==> src/hdl/quad_ctrl_pkg.sv <==
`default_nettype none

package quad_ctrl_pkg;

    //////////////////////////////////////////////////////////////////////
    // Geometry
    //////////////////////////////////////////////////////////////////////

    localparam int ROW_BUF_DEPTH    = 1024;
    localparam int ROW_ADDR_W       = $clog2(ROW_BUF_DEPTH);
    // 4 engines per array, 2 arrays
    localparam int NUM_CE           = 4 * 2;
    localparam int WINDOW_CYCLES    = 9;
    localparam int WIN_CNT_W        = $clog2(WINDOW_CYCLES);
    localparam int SEQ_ADDR_W       = 12;
    localparam int PFB_COUNT_W      = 10;
    localparam int KERNEL_W         = 5;
    localparam int PRIME_ROWS       = 3;
    // Sequence BRAM read to first engine execute
    localparam int SEQ_READ_LATENCY = 2;

    //////////////////////////////////////////////////////////////////////
    // Types
    //////////////////////////////////////////////////////////////////////

    typedef enum logic [2:0] {
        st_idle,
        st_prime_buffer,
        st_wait_pfb_load,
        st_ce_active,
        st_wait_job_done,
        st_send_complete
    } ctrl_state_t;

    // Job settings, stable for the whole job
    typedef struct packed {
        logic [ROW_ADDR_W-1:0]  num_expd_input_cols;
        logic [ROW_ADDR_W-1:0]  num_expd_input_rows;
        logic [ROW_ADDR_W-1:0]  num_output_rows;
        logic [ROW_ADDR_W-1:0]  num_output_cols;
        logic [KERNEL_W-1:0]    num_kernels;
        logic [PFB_COUNT_W-1:0] pfb_full_count;
        logic [SEQ_ADDR_W-1:0]  pix_seq_full_count;
    } layer_cfg_t;

    typedef struct packed {
        logic [NUM_CE-1:0] ce_execute;
        logic [NUM_CE-1:0] next_kernel;
    } ce_strobe_t;

    typedef struct packed {
        logic                  rden;
        logic [SEQ_ADDR_W-1:0] addr;
    } seq_rd_t;

endpackage

`default_nettype wire

==> src/hdl/job_ctrl_fsm.sv <==
`timescale 1ns/1ps
`default_nettype none

module job_ctrl_fsm
    import quad_ctrl_pkg::*;
(
    input  wire logic                  clk,
    input  wire logic                  rst,
    input  wire logic                  job_start,
    input  wire logic                  job_fetch_ack,
    input  wire logic                  job_fetch_complete,
    input  wire logic                  job_complete_ack,
    input  wire logic                  pipeline_flushed,
    input  wire logic                  pfb_empty,
    input  wire logic [ROW_ADDR_W-1:0] input_row,
    input  wire logic                  pass_done,
    input  wire logic                  last_kernel,
    input  wire logic                  job_rows_done,
    output logic                       job_accept,
    output logic                       job_fetch_request,
    output logic                       job_complete,
    output logic                       drain_en,
    output logic                       pass_start,
    output ctrl_state_t                state
);

    // State to go back to once a row fetch completes
    ctrl_state_t ret_state;
    // A new row is being drained between two output rows
    logic        row_refill;

    assign drain_en = (state == st_prime_buffer) ||
                      ((state == st_ce_active) && row_refill);

    always_ff @(posedge clk) begin
        if (rst) begin
            state             <= st_idle;
            ret_state         <= st_idle;
            row_refill        <= 1'b0;
            job_accept        <= 1'b0;
            job_fetch_request <= 1'b0;
            job_complete      <= 1'b0;
            pass_start        <= 1'b0;
        end else begin
            job_accept <= 1'b0;
            pass_start <= 1'b0;

            case (state)
                st_idle: begin
                    if (job_start) begin
                        job_accept <= 1'b1;
                        state      <= st_prime_buffer;
                    end
                end

                //////////////////////////////////////////////////////////
                // Priming, three rows before any window runs
                //////////////////////////////////////////////////////////
                st_prime_buffer: begin
                    if (pfb_empty) begin
                        if (input_row == ROW_ADDR_W'(PRIME_ROWS)) begin
                            pass_start <= 1'b1;
                            state      <= st_ce_active;
                        end else begin
                            ret_state         <= st_prime_buffer;
                            job_fetch_request <= 1'b1;
                            state             <= st_wait_pfb_load;
                        end
                    end
                end

                st_wait_pfb_load: begin
                    // Request drops the cycle after its ack
                    if (job_fetch_ack && job_fetch_request) begin
                        job_fetch_request <= 1'b0;
                    end
                    if (job_fetch_complete) begin
                        state <= ret_state;
                    end
                end

                //////////////////////////////////////////////////////////
                // Kernel-group passes and row refills
                //////////////////////////////////////////////////////////
                st_ce_active: begin
                    if (row_refill) begin
                        // Refilled row fully written, start next output row
                        if (pfb_empty) begin
                            row_refill <= 1'b0;
                            pass_start <= 1'b1;
                        end
                    end else if (pass_done) begin
                        if (job_rows_done) begin
                            state <= st_wait_job_done;
                        end else if (last_kernel) begin
                            ret_state         <= st_ce_active;
                            row_refill        <= 1'b1;
                            job_fetch_request <= 1'b1;
                            state             <= st_wait_pfb_load;
                        end else begin
                            pass_start <= 1'b1;
                        end
                    end
                end

                st_wait_job_done: begin
                    if (pipeline_flushed) begin
                        job_complete <= 1'b1;
                        state        <= st_send_complete;
                    end
                end

                st_send_complete: begin
                    if (job_complete_ack) begin
                        job_complete <= 1'b0;
                        state        <= st_idle;
                    end
                end

                default: begin
                    state <= st_idle;
                end
            endcase
        end
    end

endmodule

`default_nettype wire

==> src/hdl/window_timer.sv <==
`timescale 1ns/1ps
`default_nettype none

module window_timer
    import quad_ctrl_pkg::*;
(
    input  wire logic       clk,
    input  wire logic       rst,
    input  wire layer_cfg_t cfg,
    input  wire logic       seq_rden,
    input  wire logic       job_done_ack,
    output logic            pass_done,
    output logic            last_kernel,
    output logic            job_rows_done
);

    logic [WIN_CNT_W-1:0]  win_cyc;
    logic [ROW_ADDR_W-1:0] out_col;
    logic [ROW_ADDR_W-1:0] out_row;
    logic [KERNEL_W-1:0]   kernel_grp;
    logic                  win_end;
    logic                  pass_end;

    // Ninth sequence read closes a 3x3 window
    assign win_end  = seq_rden && (win_cyc == WIN_CNT_W'(WINDOW_CYCLES - 1));
    assign pass_end = win_end && (out_col == cfg.num_output_cols - ROW_ADDR_W'(1));

    assign last_kernel = (kernel_grp == cfg.num_kernels);

    always_ff @(posedge clk) begin
        if (rst) begin
            win_cyc       <= '0;
            out_col       <= '0;
            out_row       <= '0;
            kernel_grp    <= '0;
            pass_done     <= 1'b0;
            job_rows_done <= 1'b0;
        end else begin
            pass_done     <= pass_end;
            job_rows_done <= pass_end && last_kernel &&
                             (out_row == cfg.num_output_rows - ROW_ADDR_W'(1));

            if (job_done_ack) begin
                win_cyc    <= '0;
                out_col    <= '0;
                out_row    <= '0;
                kernel_grp <= '0;
            end else begin
                if (seq_rden) begin
                    win_cyc <= win_end ? '0 : win_cyc + WIN_CNT_W'(1);
                end
                if (win_end) begin
                    out_col <= pass_end ? '0 : out_col + ROW_ADDR_W'(1);
                end
                // Group moves on after pass_done so last_kernel holds through it
                if (pass_done) begin
                    if (last_kernel) begin
                        kernel_grp <= '0;
                        out_row    <= out_row + ROW_ADDR_W'(1);
                    end else begin
                        kernel_grp <= kernel_grp + KERNEL_W'(1);
                    end
                end
            end
        end
    end

endmodule

`default_nettype wire

==> src/hdl/row_buf_fill.sv <==
`timescale 1ns/1ps
`default_nettype none

module row_buf_fill
    import quad_ctrl_pkg::*;
(
    input  wire logic       clk,
    input  wire logic       rst,
    input  wire layer_cfg_t cfg,
    input  wire logic       job_fetch_complete,
    input  wire logic       drain_en,
    input  wire logic       job_done_ack,
    output logic            pfb_rden,
    output logic            pfb_empty,
    output logic [ROW_ADDR_W-1:0] input_row,
    output logic [ROW_ADDR_W-1:0] input_col,
    output logic [ROW_ADDR_W-1:0] row_buf_wr_addr
);

    // Words still waiting in the prefetch buffer
    logic [PFB_COUNT_W-1:0] pfb_count;
    logic                   col_wrap;

    assign pfb_empty = (pfb_count == '0);
    assign pfb_rden  = drain_en && !pfb_empty;
    assign col_wrap  = (input_col == cfg.num_expd_input_cols);

    //////////////////////////////////////////////////////////////////////
    // Prefetch word count
    //////////////////////////////////////////////////////////////////////

    always_ff @(posedge clk) begin
        if (rst) begin
            pfb_count <= '0;
        end else if (job_fetch_complete) begin
            pfb_count <= cfg.pfb_full_count;
        end else if (pfb_rden) begin
            pfb_count <= pfb_count - PFB_COUNT_W'(1);
        end
    end

    //////////////////////////////////////////////////////////////////////
    // Input position and row-buffer write address
    //////////////////////////////////////////////////////////////////////

    always_ff @(posedge clk) begin
        if (rst) begin
            input_row       <= '0;
            input_col       <= '0;
            row_buf_wr_addr <= '0;
        end else if (job_done_ack) begin
            input_row       <= '0;
            input_col       <= '0;
            row_buf_wr_addr <= '0;
        end else if (pfb_rden) begin
            // Prefetch data lands a cycle after the read, so the address trails
            row_buf_wr_addr <= input_col;
            if (col_wrap) begin
                input_col <= '0;
                input_row <= input_row + ROW_ADDR_W'(1);
            end else begin
                input_col <= input_col + ROW_ADDR_W'(1);
            end
        end
    end

endmodule

`default_nettype wire

==> src/hdl/pix_seq_reader.sv <==
`timescale 1ns/1ps
`default_nettype none

module pix_seq_reader
    import quad_ctrl_pkg::*;
(
    input  wire logic       clk,
    input  wire logic       rst,
    input  wire layer_cfg_t cfg,
    input  wire logic       pass_start,
    output seq_rd_t         seq_rd,
    output ce_strobe_t      ce
);

    logic [SEQ_ADDR_W-1:0]       words_left;
    logic [SEQ_ADDR_W-1:0]       rd_addr;
    logic                        last_word;
    // Covers the sequence BRAM read latency
    logic [SEQ_READ_LATENCY-1:0] rd_dly;
    logic [NUM_CE-2:0]           exe_sr;
    logic [NUM_CE-2:0]           nk_sr;

    assign seq_rd.rden = (words_left != '0);
    assign seq_rd.addr = rd_addr;
    assign last_word   = seq_rd.rden && (words_left == SEQ_ADDR_W'(1));

    //////////////////////////////////////////////////////////////////////
    // One pass over the pixel sequence
    //////////////////////////////////////////////////////////////////////

    always_ff @(posedge clk) begin
        if (rst) begin
            words_left <= '0;
            rd_addr    <= '0;
        end else if (pass_start) begin
            words_left <= cfg.pix_seq_full_count;
            rd_addr    <= '0;
        end else if (seq_rd.rden) begin
            words_left <= words_left - SEQ_ADDR_W'(1);
            rd_addr    <= rd_addr + SEQ_ADDR_W'(1);
        end
    end

    //////////////////////////////////////////////////////////////////////
    // Engine strobe chains, one cycle per engine
    //////////////////////////////////////////////////////////////////////

    assign ce.ce_execute  = {exe_sr, rd_dly[SEQ_READ_LATENCY-1]};
    assign ce.next_kernel = {nk_sr, last_word};

    always_ff @(posedge clk) begin
        if (rst) begin
            rd_dly <= '0;
            exe_sr <= '0;
            nk_sr  <= '0;
        end else begin
            rd_dly <= {rd_dly[SEQ_READ_LATENCY-2:0], seq_rd.rden};
            exe_sr <= ce.ce_execute[NUM_CE-2:0];
            nk_sr  <= ce.next_kernel[NUM_CE-2:0];
        end
    end

endmodule

`default_nettype wire

==> src/hdl/quad_bram_ctrl.sv <==
`timescale 1ns/1ps
`default_nettype none

module quad_bram_ctrl
    import quad_ctrl_pkg::*;
(
    input  wire logic             clk,
    input  wire logic             rst,
    input  wire layer_cfg_t       cfg,
    input  wire logic             job_start,
    input  wire logic             job_fetch_ack,
    input  wire logic             job_fetch_complete,
    input  wire logic             job_complete_ack,
    input  wire logic             pipeline_flushed,
    output logic                  job_accept,
    output logic                  job_fetch_request,
    output logic                  job_complete,
    output logic                  pfb_rden,
    output logic [ROW_ADDR_W-1:0] input_row,
    output logic [ROW_ADDR_W-1:0] input_col,
    output logic [ROW_ADDR_W-1:0] row_buf_wr_addr,
    output seq_rd_t               seq_rd,
    output ce_strobe_t            ce,
    output logic                  last_kernel,
    output ctrl_state_t           state
);

    logic drain_en;
    logic pass_start;
    logic pfb_empty;
    logic pass_done;
    logic job_rows_done;

    job_ctrl_fsm i_fsm (
        .clk                (clk),
        .rst                (rst),
        .job_start          (job_start),
        .job_fetch_ack      (job_fetch_ack),
        .job_fetch_complete (job_fetch_complete),
        .job_complete_ack   (job_complete_ack),
        .pipeline_flushed   (pipeline_flushed),
        .pfb_empty          (pfb_empty),
        .input_row          (input_row),
        .pass_done          (pass_done),
        .last_kernel        (last_kernel),
        .job_rows_done      (job_rows_done),
        .job_accept         (job_accept),
        .job_fetch_request  (job_fetch_request),
        .job_complete       (job_complete),
        .drain_en           (drain_en),
        .pass_start         (pass_start),
        .state              (state)
    );

    // Counters restart on the completion ack
    window_timer i_timer (
        .clk           (clk),
        .rst           (rst),
        .cfg           (cfg),
        .seq_rden      (seq_rd.rden),
        .job_done_ack  (job_complete_ack),
        .pass_done     (pass_done),
        .last_kernel   (last_kernel),
        .job_rows_done (job_rows_done)
    );

    row_buf_fill i_fill (
        .clk                (clk),
        .rst                (rst),
        .cfg                (cfg),
        .job_fetch_complete (job_fetch_complete),
        .drain_en           (drain_en),
        .job_done_ack       (job_complete_ack),
        .pfb_rden           (pfb_rden),
        .pfb_empty          (pfb_empty),
        .input_row          (input_row),
        .input_col          (input_col),
        .row_buf_wr_addr    (row_buf_wr_addr)
    );

    pix_seq_reader i_reader (
        .clk        (clk),
        .rst        (rst),
        .cfg        (cfg),
        .pass_start (pass_start),
        .seq_rd     (seq_rd),
        .ce         (ce)
    );

endmodule

`default_nettype wire

==> config.mk <==
export PLATFORM = sky130hd
export DESIGN_NAME = quad_bram_ctrl
export DESIGN_NICKNAME = d
export VERILOG_FILES = /design/src/hdl/quad_ctrl_pkg.sv /design/src/hdl/job_ctrl_fsm.sv /design/src/hdl/window_timer.sv /design/src/hdl/row_buf_fill.sv /design/src/hdl/pix_seq_reader.sv /design/src/hdl/quad_bram_ctrl.sv
export SDC_FILE = /design/constraint.sdc
export NUM_CORES = 1
export LEC_CHECK = 0
export CORE_MARGIN = 8
export CORE_UTILIZATION = 50
export CTS_CLUSTER_DIAMETER = 80
export DETAILED_ROUTE_END_ITERATION = 8
export DONT_BUFFER_PORTS = 1
export PLACE_DENSITY_LB_ADDON = 0.05
export SLEW_MARGIN = 20
export SYNTH_ARGS = -nofsm -noshare
export SYNTH_HDL_FRONTEND = slang
export SYNTH_SLANG_ARGS = --single-unit
==> constraint.sdc <==
create_clock -name clk -period 3.93 [get_ports clk]
set_clock_uncertainty 0.2 [all_clocks]
set_input_delay 0.9825 -clock clk [delete_from_list [all_inputs] [get_ports clk]]
set_output_delay 0.9825 -clock clk [all_outputs]
set_load 0.01 [all_outputs]
==> impl_metrics.yaml, run 1 <==
run_status:
  status: "completed"
route:
  routed_wl_um: 14060
  post_drt_wl_per_cell_um: 15.96
  route.detailed.drc: 0
  num_vias: 4878
  routed_via_density: 5.537
  final_antenna_net_count: 0
  drtPass1Iterations: 4
  drt_iter0_markers: 227
yosys:
  ys.flop_type: "dfxtp_1"
  synth_edf_count: 0
  syn_nets: 825
  synth_top_area_share: 0.3941
  ys_types: 59
  synth_warnings: 0
  ys_seq_area_frac: 0.3941
  synthCells: 738
  ys_ff_latch: 121
  netlist_area_mm2: 0.006146
  yosys-top-cells-area: "dfxtp_1 (39%), xor2_1 (8.7%), nor2_1 (6.8%)"
  yosys.area.top_type: "dfxtp_1"
  async_flop_share: 0
  synth_area_per_cell_um2: 8.328
floorplan:
  core_mm2: 0.01201
  start_util: 0.5117
  fp.dieH_um: 126.9
  rows: 40
  num_io_pins: 141
  die_x_um: 126.9
  dieArea_mm2: 0.01610
placed_design:
  place_congestion: 0.8258
  port_buffers: 0
  dp_hpwl_um: 10510
pwr:
  p_switching_uw: 1097
  ir_drop_v: 0.0003529
  pwr-share-comb: 0.230
  clkPwrFrac: 0.367
  powerDensity_mw_per_mm2: 538.7
  power_leakage_uw: 0.002539
  switching_share: 0.3051
  intPower_uw: 2499
  power_frac_seq: 0.403
sta:
  holdWs_ps: 251.7
  fin_crit_ps: 3185
  fin_crit_sh: 0.8104
  maxSlewHeadroom: 0.5021
  setup_viol: 0
  rsz0062_at_grt: "no"
  totalNegativeSetupSlack_ps: 0
  finalHoldViolCount: 0
  finalMaxSlewViolations: 0
  fmax_mhz: 314.0
  tightest_slew_ps: 739.0
worst_setup_path:
  crit_family: "flip-flops"
  critPathBufInv: 3
  cp.arrival_ps: 2000
  max_stage_delay_ps: 640
  crit_chain: "inv_1 > o21ai_2 > nand2b_1 > buf_4 > inv_4"
  worst_path_max_delay_cell: "dfxtp_1"
  critPathLaunchType: "register"
  path_max_fanout: 22
  crit_type: "register to output pin"
  cp.required_ps: 2750
  end_kind: "output pin"
cts:
  cts_hold_buf: 0
  clk_pin_slew_worst_paths_ps: 50
  cts_resized: 0
  cts_root_buffer: "clkbuf_16"
  htree_levels: 4
  clock_latency_ps: 410
  cts_buffer_depth: 2
  cts.sinks: 121
  post-cts-setup-buffers: 0
  cts_tree: "yes"
  cts_buffers: 17
global_route:
  grt_usage: 0.1788
  antenna_found_initial: 0
  grt_pass1_wl_um: 23490
  grt-ovfl-total: 0
  grt_max_degree: 53
  grt_pass1_vias: 4783
layout:
  finalNetCount: 813
  diodes: 0
  drive_above_1_share: 0.07084
  syn_to_final_growth_pct: 8.612
  fillerInstances: 1165
run:
  maxCapViolations: 0
min_path:
  hp-class: "register to register"
-- area by class of cell --
type | instances | area (um^2) | share of cell area
clock buffers | 22 | 474.2 | 0.07104
clock inverters | 5 | 25.02 | 0.003749
inverters | 20 | 77.57 | 0.01162
multi-input cells | 564 | 3477 | 0.5209
flip-flops and latches | 121 | 2422 | 0.3629
well taps | 147 | 183.9 | 0.02755
repair buffers | 2 | 15.01 | 0.002249
-- synth_stat cells (4+ instances only) --
cell type / n
mux2i_1: 8
nand2_1: 85
nand4b_1: 4
xor2_1: 61
or3_1: 8
o21ai_0: 15
ha_1: 13
o31ai_1: 4
a21oi_1: 45
a31oi_1: 5
nand3_1: 20
xnor2_1: 42
and4_1: 4
nor4_1: 13
a211oi_1: 6
nand4_1: 24
nor3_1: 11
inv_1: 18
dfxtp_1: 121
clkbuf_1: 18
nor2_1: 111
nor3_2: 4
buf_4: 4
and3_1: 19
nor2b_1: 18
buf_2: 6
-- cells in the final DEF, fill, tap and decap left out, types with 18 or more instances in the layout --
| cell type | count |
|---|---|
| xor2_1 | 61 |
| and3_1 | 19 |
| nor2b_1 | 18 |
| xnor2_1 | 42 |
| a21oi_1 | 45 |
| nand4_1 | 24 |
| nor2_1 | 111 |
| inv_1 | 18 |
| nand2_1 | 85 |
| nand3_1 | 20 |
| dfxtp_1 | 121 |
-- metal layers --
| metal | global-route usage | vias up | wire [um] | share of wire |
|---|---|---|---|---|
| met5 | 0 | - | 0 | 0 |
| met4 | 0.07348 | 0 | 242 | 0.017 |
| met3 | 0.07876 | 23 | 1283 | 0.091 |
| met2 | 0.2822 | 115 | 6394 | 0.45 |
| met1 | 0.2075 | 2259 | 6141 | 0.44 |
| li1 | - | 2481 | - | - |
-- worst reg2reg max path, stage by stage, from the launching register on --
cell      delay, ps
dfxtp_1         490
and2b_4         380
o21ai_2          70
nand2b_1        140
buf_4           210
inv_4           240
and2_4          290
nand2_4          80
or3_1           310
a21oi_1         140
-- flip-flops by register name, indices dropped and copies added (netlist names), 10 cells and up --
signal                  flops
i_fill.input_row           10
i_reader.words_left        12
i_fill.row_buf_wr_addr     10
i_fill.input_col           10
i_timer.out_col            10
i_fill.pfb_count           10
i_timer.out_row            10
i_reader.rd_addr           12
-- metrics by stage --
step                      setup WS [ps]    util  area, um^2  cells  total power [uW]
after floorplan                    1210       -        6146    738              2174
after detailed placement          944.3  0.5142        6176    854              2302
after CTS                         728.6  0.5557        6675    881              3635
after global routing              619.8  0.5557        6675    881              3818
after global placement            970.8  0.5142        6176    854              2285
final                             745.0  0.5557        6675    881              3596
-- final timing paths --
kind                                       to                           from  cells past startpoint  slack [ps]
max                                  pfb_rden    i_fsm.state[1]$_SDFFE_PP0P_                      5         740
min             i_reader.rd_dly[1]$_SDFF_PP0_  i_reader.rd_dly[0]$_SDFF_PP0_                      1         250
max reg2reg  i_fill.input_row[5]$_SDFFE_PP0P_    i_fsm.state[2]$_SDFFE_PP0P_                      9        1320
min reg2reg     i_reader.rd_dly[1]$_SDFF_PP0_  i_reader.rd_dly[0]$_SDFF_PP0_                      1         250
-- power groups by stage --
stage / Clock (uW) / Combinational, uW / Sequential, uW
2_1_floorplan: 0 / 734 / 1440
3_3_place_gp: 0 / 813 / 1470
3_5_place_dp: 0 / 830 / 1470
4_1_cts: 1350 / 834 / 1450
5_1_grt: 1410 / 948 / 1460
6_report: 1320 / 827 / 1450
-- cell families after synthesis --
kind of cell	Yosys count	synth area share
AOI/OAI and AO/OA	91	0.09161
DFF	121	0.3941
xor gates and xnor gates	104	0.1504
adders and majority gates	13	0.02647
muxes	10	0.01669
buffers and inverters	53	0.04010
and+or+nand+nor	346	0.2805
No activity file was read; power rests on OpenSTA's default activity.
==> run 2, diff against run 1 <==
- clock period: 3.93 -> 2.72 ns (I/O delays scaled with it)
==> run 2 against run 1 <==
Against the previous run: sequential cell count unchanged; global-route usage increased by 0.38 points; register-to-register slack got worse by 1100 ps; worst hold slack got worse by 110 ps; highest routed layer unchanged.
==> impl_metrics.yaml, run 2 (synthesis results as in run 1) <==
sta:
  setup_viol: 0
  tightest_slew_ps: 766.5
  totalNegativeSetupSlack_ps: 0
  fin_crit_ps: 2609
  fin_crit_sh: 0.9591
  fmax_mhz: 383.3
  maxSlewHeadroom: 0.4883
  holdWs_ps: 138.3
  rsz0062_at_grt: "no"
  finalMaxSlewViolations: 0
  finalHoldViolCount: 0
route:
  drt_iter0_markers: 270
  num_vias: 4982
  routed_wl_um: 14530
  routed_via_density: 5.554
  route.detailed.drc: 0
  post_drt_wl_per_cell_um: 16.20
  final_antenna_net_count: 0
  drtPass1Iterations: 5
floorplan:
  fp.dieH_um: 126.9
  dieArea_mm2: 0.01610
  core_mm2: 0.01201
  num_io_pins: 141
  rows: 40
  start_util: 0.5117
  die_x_um: 126.9
run_status:
  status: "completed"
layout:
  diodes: 0
  drive_above_1_share: 0.09600
  syn_to_final_growth_pct: 11.62
  layoutNonFillerInstCount: 897
  top_regs: "i_reader.rd_addr (12), i_reader.words_left (12)"
  layout_commonest_cell: "dfxtp_1"
  design_area_mm2: 0.006860
  layout.cells.most_common_list: "dfxtp_1 (121), nor2_1 (110), nand2_1 (85)"
  finalNetCount: 826
worst_setup_path:
  worst_path_max_delay_cell: "nor4_4"
  crit_type: "register to output pin"
  path_max_fanout: 11
  critPathBufInv: 2
  cp.arrival_ps: 1730
  crit_family: "simple AND/OR/NAND/NOR gates"
  critPathLaunchType: "register"
  r2r_setup_slack_ps: 210
  reg2reg_depth: 9
  max_stage_delay_ps: 380
  reg2reg_from: "i_reader.words_left[0]$_SDFFE_PP0P_"
  end_kind: "output pin"
  cp.required_ps: 1840
  crit_chain: "nor4_4 > and4_4 > inv_2 > buf_4"
  timing.rr.end: "i_timer.out_col[3]$_SDFFE_PP0P_"
cts:
  clk_pin_slew_worst_paths_ps: 50
  cts_root_buffer: "clkbuf_16"
  cts.sinks: 121
  cts_tree: "yes"
  htree_levels: 4
  cts_buffers: 17
  clock_latency_ps: 410
  cts_buffer_depth: 2
run:
  maxCapViolations: 0
global_route:
  grt_pass1_wl_um: 23830
  grt_max_degree: 53
  grt_pass1_vias: 4812
  antenna_found_initial: 0
  grt-ovfl-total: 0
  grt_usage: 0.1826
placed_design:
  dp.cells: 866
  place_area_mm2: 0.006266
  place_congestion: 0.8260
  port_buffers: 0
  dp_hpwl_um: 10800
pwr:
  intPower_uw: 3830
  p_switching_uw: 1661
  clkPwrFrac: 0.387
  ir_drop_v: 0.0005164
  powerDensity_mw_per_mm2: 800.5
  power_frac_seq: 0.382
  power_leakage_uw: 0.002630
  switching_share: 0.3025
  pwr-share-comb: 0.231
min_path:
  hp-class: "primary input to register"
  min_to: "i_reader.nk_sr[5]$_SDFF_PP0_"
  hold_depth: 1
  min_from: "rst"
-- run 2: cell type report --
cell class                      instances  area, um^2
Sequential cell                       121        2422
Inverter                               20       80.08
Multi-Input combinational cell        564        3501
Tap cell                              147       183.9
Clock buffer                           21       460.4
Timing Repair Buffer                   15       112.6
Fill cell                            1123        5151
Clock inverter                          9       100.1
-- run 2: how the worst max path moves through the flow --
stage	slack (ps)	end	cells after the start	startpoint
4_1_cts	100	seq_rd[12]	4	i_reader.words_left[4]$_SDFFE_PP0P_
6_report	110	seq_rd[12]	4	i_reader.words_left[4]$_SDFFE_PP0P_
2_1_floorplan	300	i_timer.out_col[3]$_SDFFE_PP0P_	9	cfg[27]
3_5_place_dp	70	i_timer.out_col[3]$_SDFFE_PP0P_	9	cfg[27]
3_3_place_gp	120	i_timer.out_col[3]$_SDFFE_PP0P_	9	cfg[27]
5_1_grt	20	pfb_rden	4	i_fill.pfb_count[2]$_SDFFE_PP0P_
-- run 2: what timing repair did --
item                       4_1_cts  5_1_grt
resized for setup                1        5
setup endpoints to repair        1        2
pin swaps                        1        0
hold buffers                     0        0
buffers inserted                 1        0
-- run 2: routing by layer --
layer / share of wire / global-route usage / up-vias / routed length [um]
met5: 0 / 0 / - / 0
li1: - / - / 2511 / -
met1: 0.44 / 0.2095 / 2317 / 6350
met3: 0.091 / 0.08253 / 15 / 1321
met2: 0.46 / 0.2910 / 139 / 6631
met4: 0.016 / 0.07208 / 0 / 229
-- run 2: power by group through the flow --
stage | Sequential, uW | Combinational [uW] | Clock [uW]
4_1_cts | 2090 | 1260 | 2180
6_report | 2100 | 1270 | 2130
5_1_grt | 2110 | 1440 | 2280
2_1_floorplan | 2080 | 1060 | 0
3_3_place_gp | 2120 | 1220 | 0
3_5_place_dp | 2130 | 1240 | 0
-- run 2: worst reg2reg max path: stages (launching register included) --
cell and delay (ps):
dfxtp_1 390, inv_1 90, ha_1 220, and4_4 180, buf_4 180, nor3_2 420
o2111a_1 310, o221ai_4 150, nand4b_1 140, a31oi_1 80
-- run 2: through the flow --
| stage | setup WS, ps | utilization | power (uW) |
|---|---|---|---|
| 2_1_floorplan | 302.2 | - | 3141 |
| 3_3_place_gp | 122.3 | 0.5217 | 3339 |
| 3_5_place_dp | 69.38 | 0.5217 | 3368 |
| 4_1_cts | 95.21 | 0.5695 | 5534 |
| 5_1_grt | 20.34 | 0.5711 | 5831 |
| 6_report | 111.2 | 0.5711 | 5491 |
==> run 3, diff against run 2 <==
- PLACE_DENSITY_LB_ADDON: 0.05 -> 0.08
==> run 3 against run 2 <==
Against the previous run: sequential power barely moved; combinational power fell by 3%; count of clock-buffer cells in the layout rose by 2; routed wire length fell by 2.3%; final cell count rose by 0.33%; clock power fell by 4%; sequential share of layout area rose by 0.052 points; worst setup slack got worse by 14 ps; global-route usage fell by 0.64 points; sequential cell count did not move; via count fell by 0.78%; register-to-register slack improved by 20 ps.
==> impl_metrics.yaml, run 3 (synthesis results as in run 1) <==
sta:
  totalNegativeSetupSlack_ps: 0
  setup_viol: 0
  fmax_mhz: 381.3
  maxSlewHeadroom: 0.4884
  fin_crit_sh: 0.9642
  finalHoldViolCount: 0
  rsz0062_at_grt: "no"
  fin_crit_ps: 2623
  tightest_slew_ps: 766.4
  finalMaxSlewViolations: 0
min_path:
  min_to: "i_reader.exe_sr[1]$_SDFF_PP0_"
  min_from: "rst"
  hp-class: "primary input to register"
  hold_depth: 1
layout:
  layout_commonest_cell: "dfxtp_1"
  layout.cells.most_common_list: "dfxtp_1 (121), nor2_1 (111), nand2_1 (85)"
  syn_to_final_growth_pct: 11.46
  multiInputGateArea_mm2: 0.003496
  top_regs: "i_reader.rd_addr (12), i_reader.words_left (12)"
  utilization: 0.5703
  diodes: 0
  design_area_mm2: 0.006850
  finalNetCount: 827
  fillerInstances: 1109
  drive_above_1_share: 0.09562
  regArea_mm2: 0.002422
global_route:
  grt_pass1_wl_um: 23200
  antenna_found_initial: 0
  use_met1: 0.2060
  gr-usage-met2: 0.2841
  grt-ovfl-total: 0
  met3_usage: 0.07834
  grt_usage: 0.1762
  grt_most_used_layer: "met2"
  grt_max_degree: 53
  grt_pass1_vias: 4701
cts:
  cts_buffers: 17
  clock_latency_ps: 410
  cts.sinks: 121
  htree_levels: 4
  clk_pin_slew_worst_paths_ps: 50
  cts_buffer_depth: 2
  cts_root_buffer: "clkbuf_16"
  cts_tree: "yes"
route:
  drt_iter0_markers: 279
  drtPass1Iterations: 5
  final_antenna_net_count: 0
  num_vias: 4943
  routed_via_density: 5.492
  post_drt_wl_per_cell_um: 15.78
  routed_wl_um: 14200
  route.detailed.drc: 0
worst_setup_path:
  r2r_setup_slack_ps: 230
  reg2reg_from: "i_reader.words_left[0]$_SDFFE_PP0P_"
  cp.required_ps: 1840
  worst_path_max_delay_cell: "dfxtp_1"
  reg2reg_depth: 9
  timing.rr.end: "i_timer.job_rows_done$_SDFF_PP0_"
  crit_family: "buffers and inverters"
  critPathLaunchType: "register"
  crit_type: "register to output pin"
  crit_path_start: "i_reader.words_left[0]$_SDFFE_PP0P_"
  crit_chain: "inv_1 > ha_1 > and4_4 > inv_2 > buf_4"
  end_kind: "output pin"
  path_max_fanout: 11
  cp.arrival_ps: 1740
  critPathBufInv: 3
  max_stage_delay_ps: 390
floorplan:
  dieArea_mm2: 0.01610
  rows: 40
  fp.dieH_um: 126.9
  die_x_um: 126.9
  core_mm2: 0.01201
  start_util: 0.5117
  num_io_pins: 141
placed_design:
  port_buffers: 0
  place_congestion: 0.7910
  place_area_mm2: 0.006274
  dp_hpwl_um: 10720
pwr:
  power_leakage_uw: 0.002639
  total_power_uw: 5367
  powerDensity_mw_per_mm2: 783.5
  ir_drop_v: 0.0004437
run:
  maxCapViolations: 0
run_status:
  status: "completed"
run 3: repair_timing:
action	in CTS	in global routing
pin swaps	1	0
endpoints found under the hold margin	0	0
buffers inserted	1	0
endpoints found under the setup margin	1	1
gates resized for setup	1	2
hold buffers	0	0
gates cloned	0	0
run 3: worst reg2reg max path: stages (launching register included):
cell and delay, ps:
dfxtp_1 390, inv_1 100, ha_1 280, and4_4 220, buf_4 180, nor3_2 270
o2111a_1 290, o221ai_4 160, nor2_2 180, and3_1 160
run 3: layout make-up:
type | instances | area share
Timing Repair Buffer | 16 | 0.01753
Sequential cell | 121 | 0.3536
Inverter | 20 | 0.01132
Multi-Input combinational cell | 564 | 0.5103
Clock inverter | 9 | 0.01059
Tap cell | 147 | 0.02685
Clock buffer | 23 | 0.06977
run 3: layer usage:
layer  share of wire  wire [um]
met1            0.43       6126
met3           0.092       1311
met2            0.47       6618
met5               0          0
met4           0.010        143
run 3: per-stage QoR:
stage / hold WS (ps) / setup WS, ps / std cells
CTS: 117.8 / 76.57 / 900
finish: 144.1 / 97.41 / 900
floorplan: 213.8 / 302.2 / 738
global placement: 228.8 / 90.45 / 867
detailed placement: 235.5 / 9.032 / 867
global route: 123.2 / 2.052 / 900
run 3: worst max-delay path by stage:
stage                     slack [ps]                               end  depth (start not counted)
after floorplan                  300   i_timer.out_col[3]$_SDFFE_PP0P_                          9
after global placement            90  i_timer.job_rows_done$_SDFF_PP0_                          9
after detailed placement           9  i_timer.job_rows_done$_SDFF_PP0_                          9
after CTS                         80                        seq_rd[12]                          5
after global routing               2                        seq_rd[12]                          5
final                            100                        seq_rd[12]                          5
run 3: power by group:
group	switching [uW]	leakage, uW	internal (uW)
Combinational	693	0.00138	536
Sequential	172	0.000982	1920
Clock	733	0.000276	1310
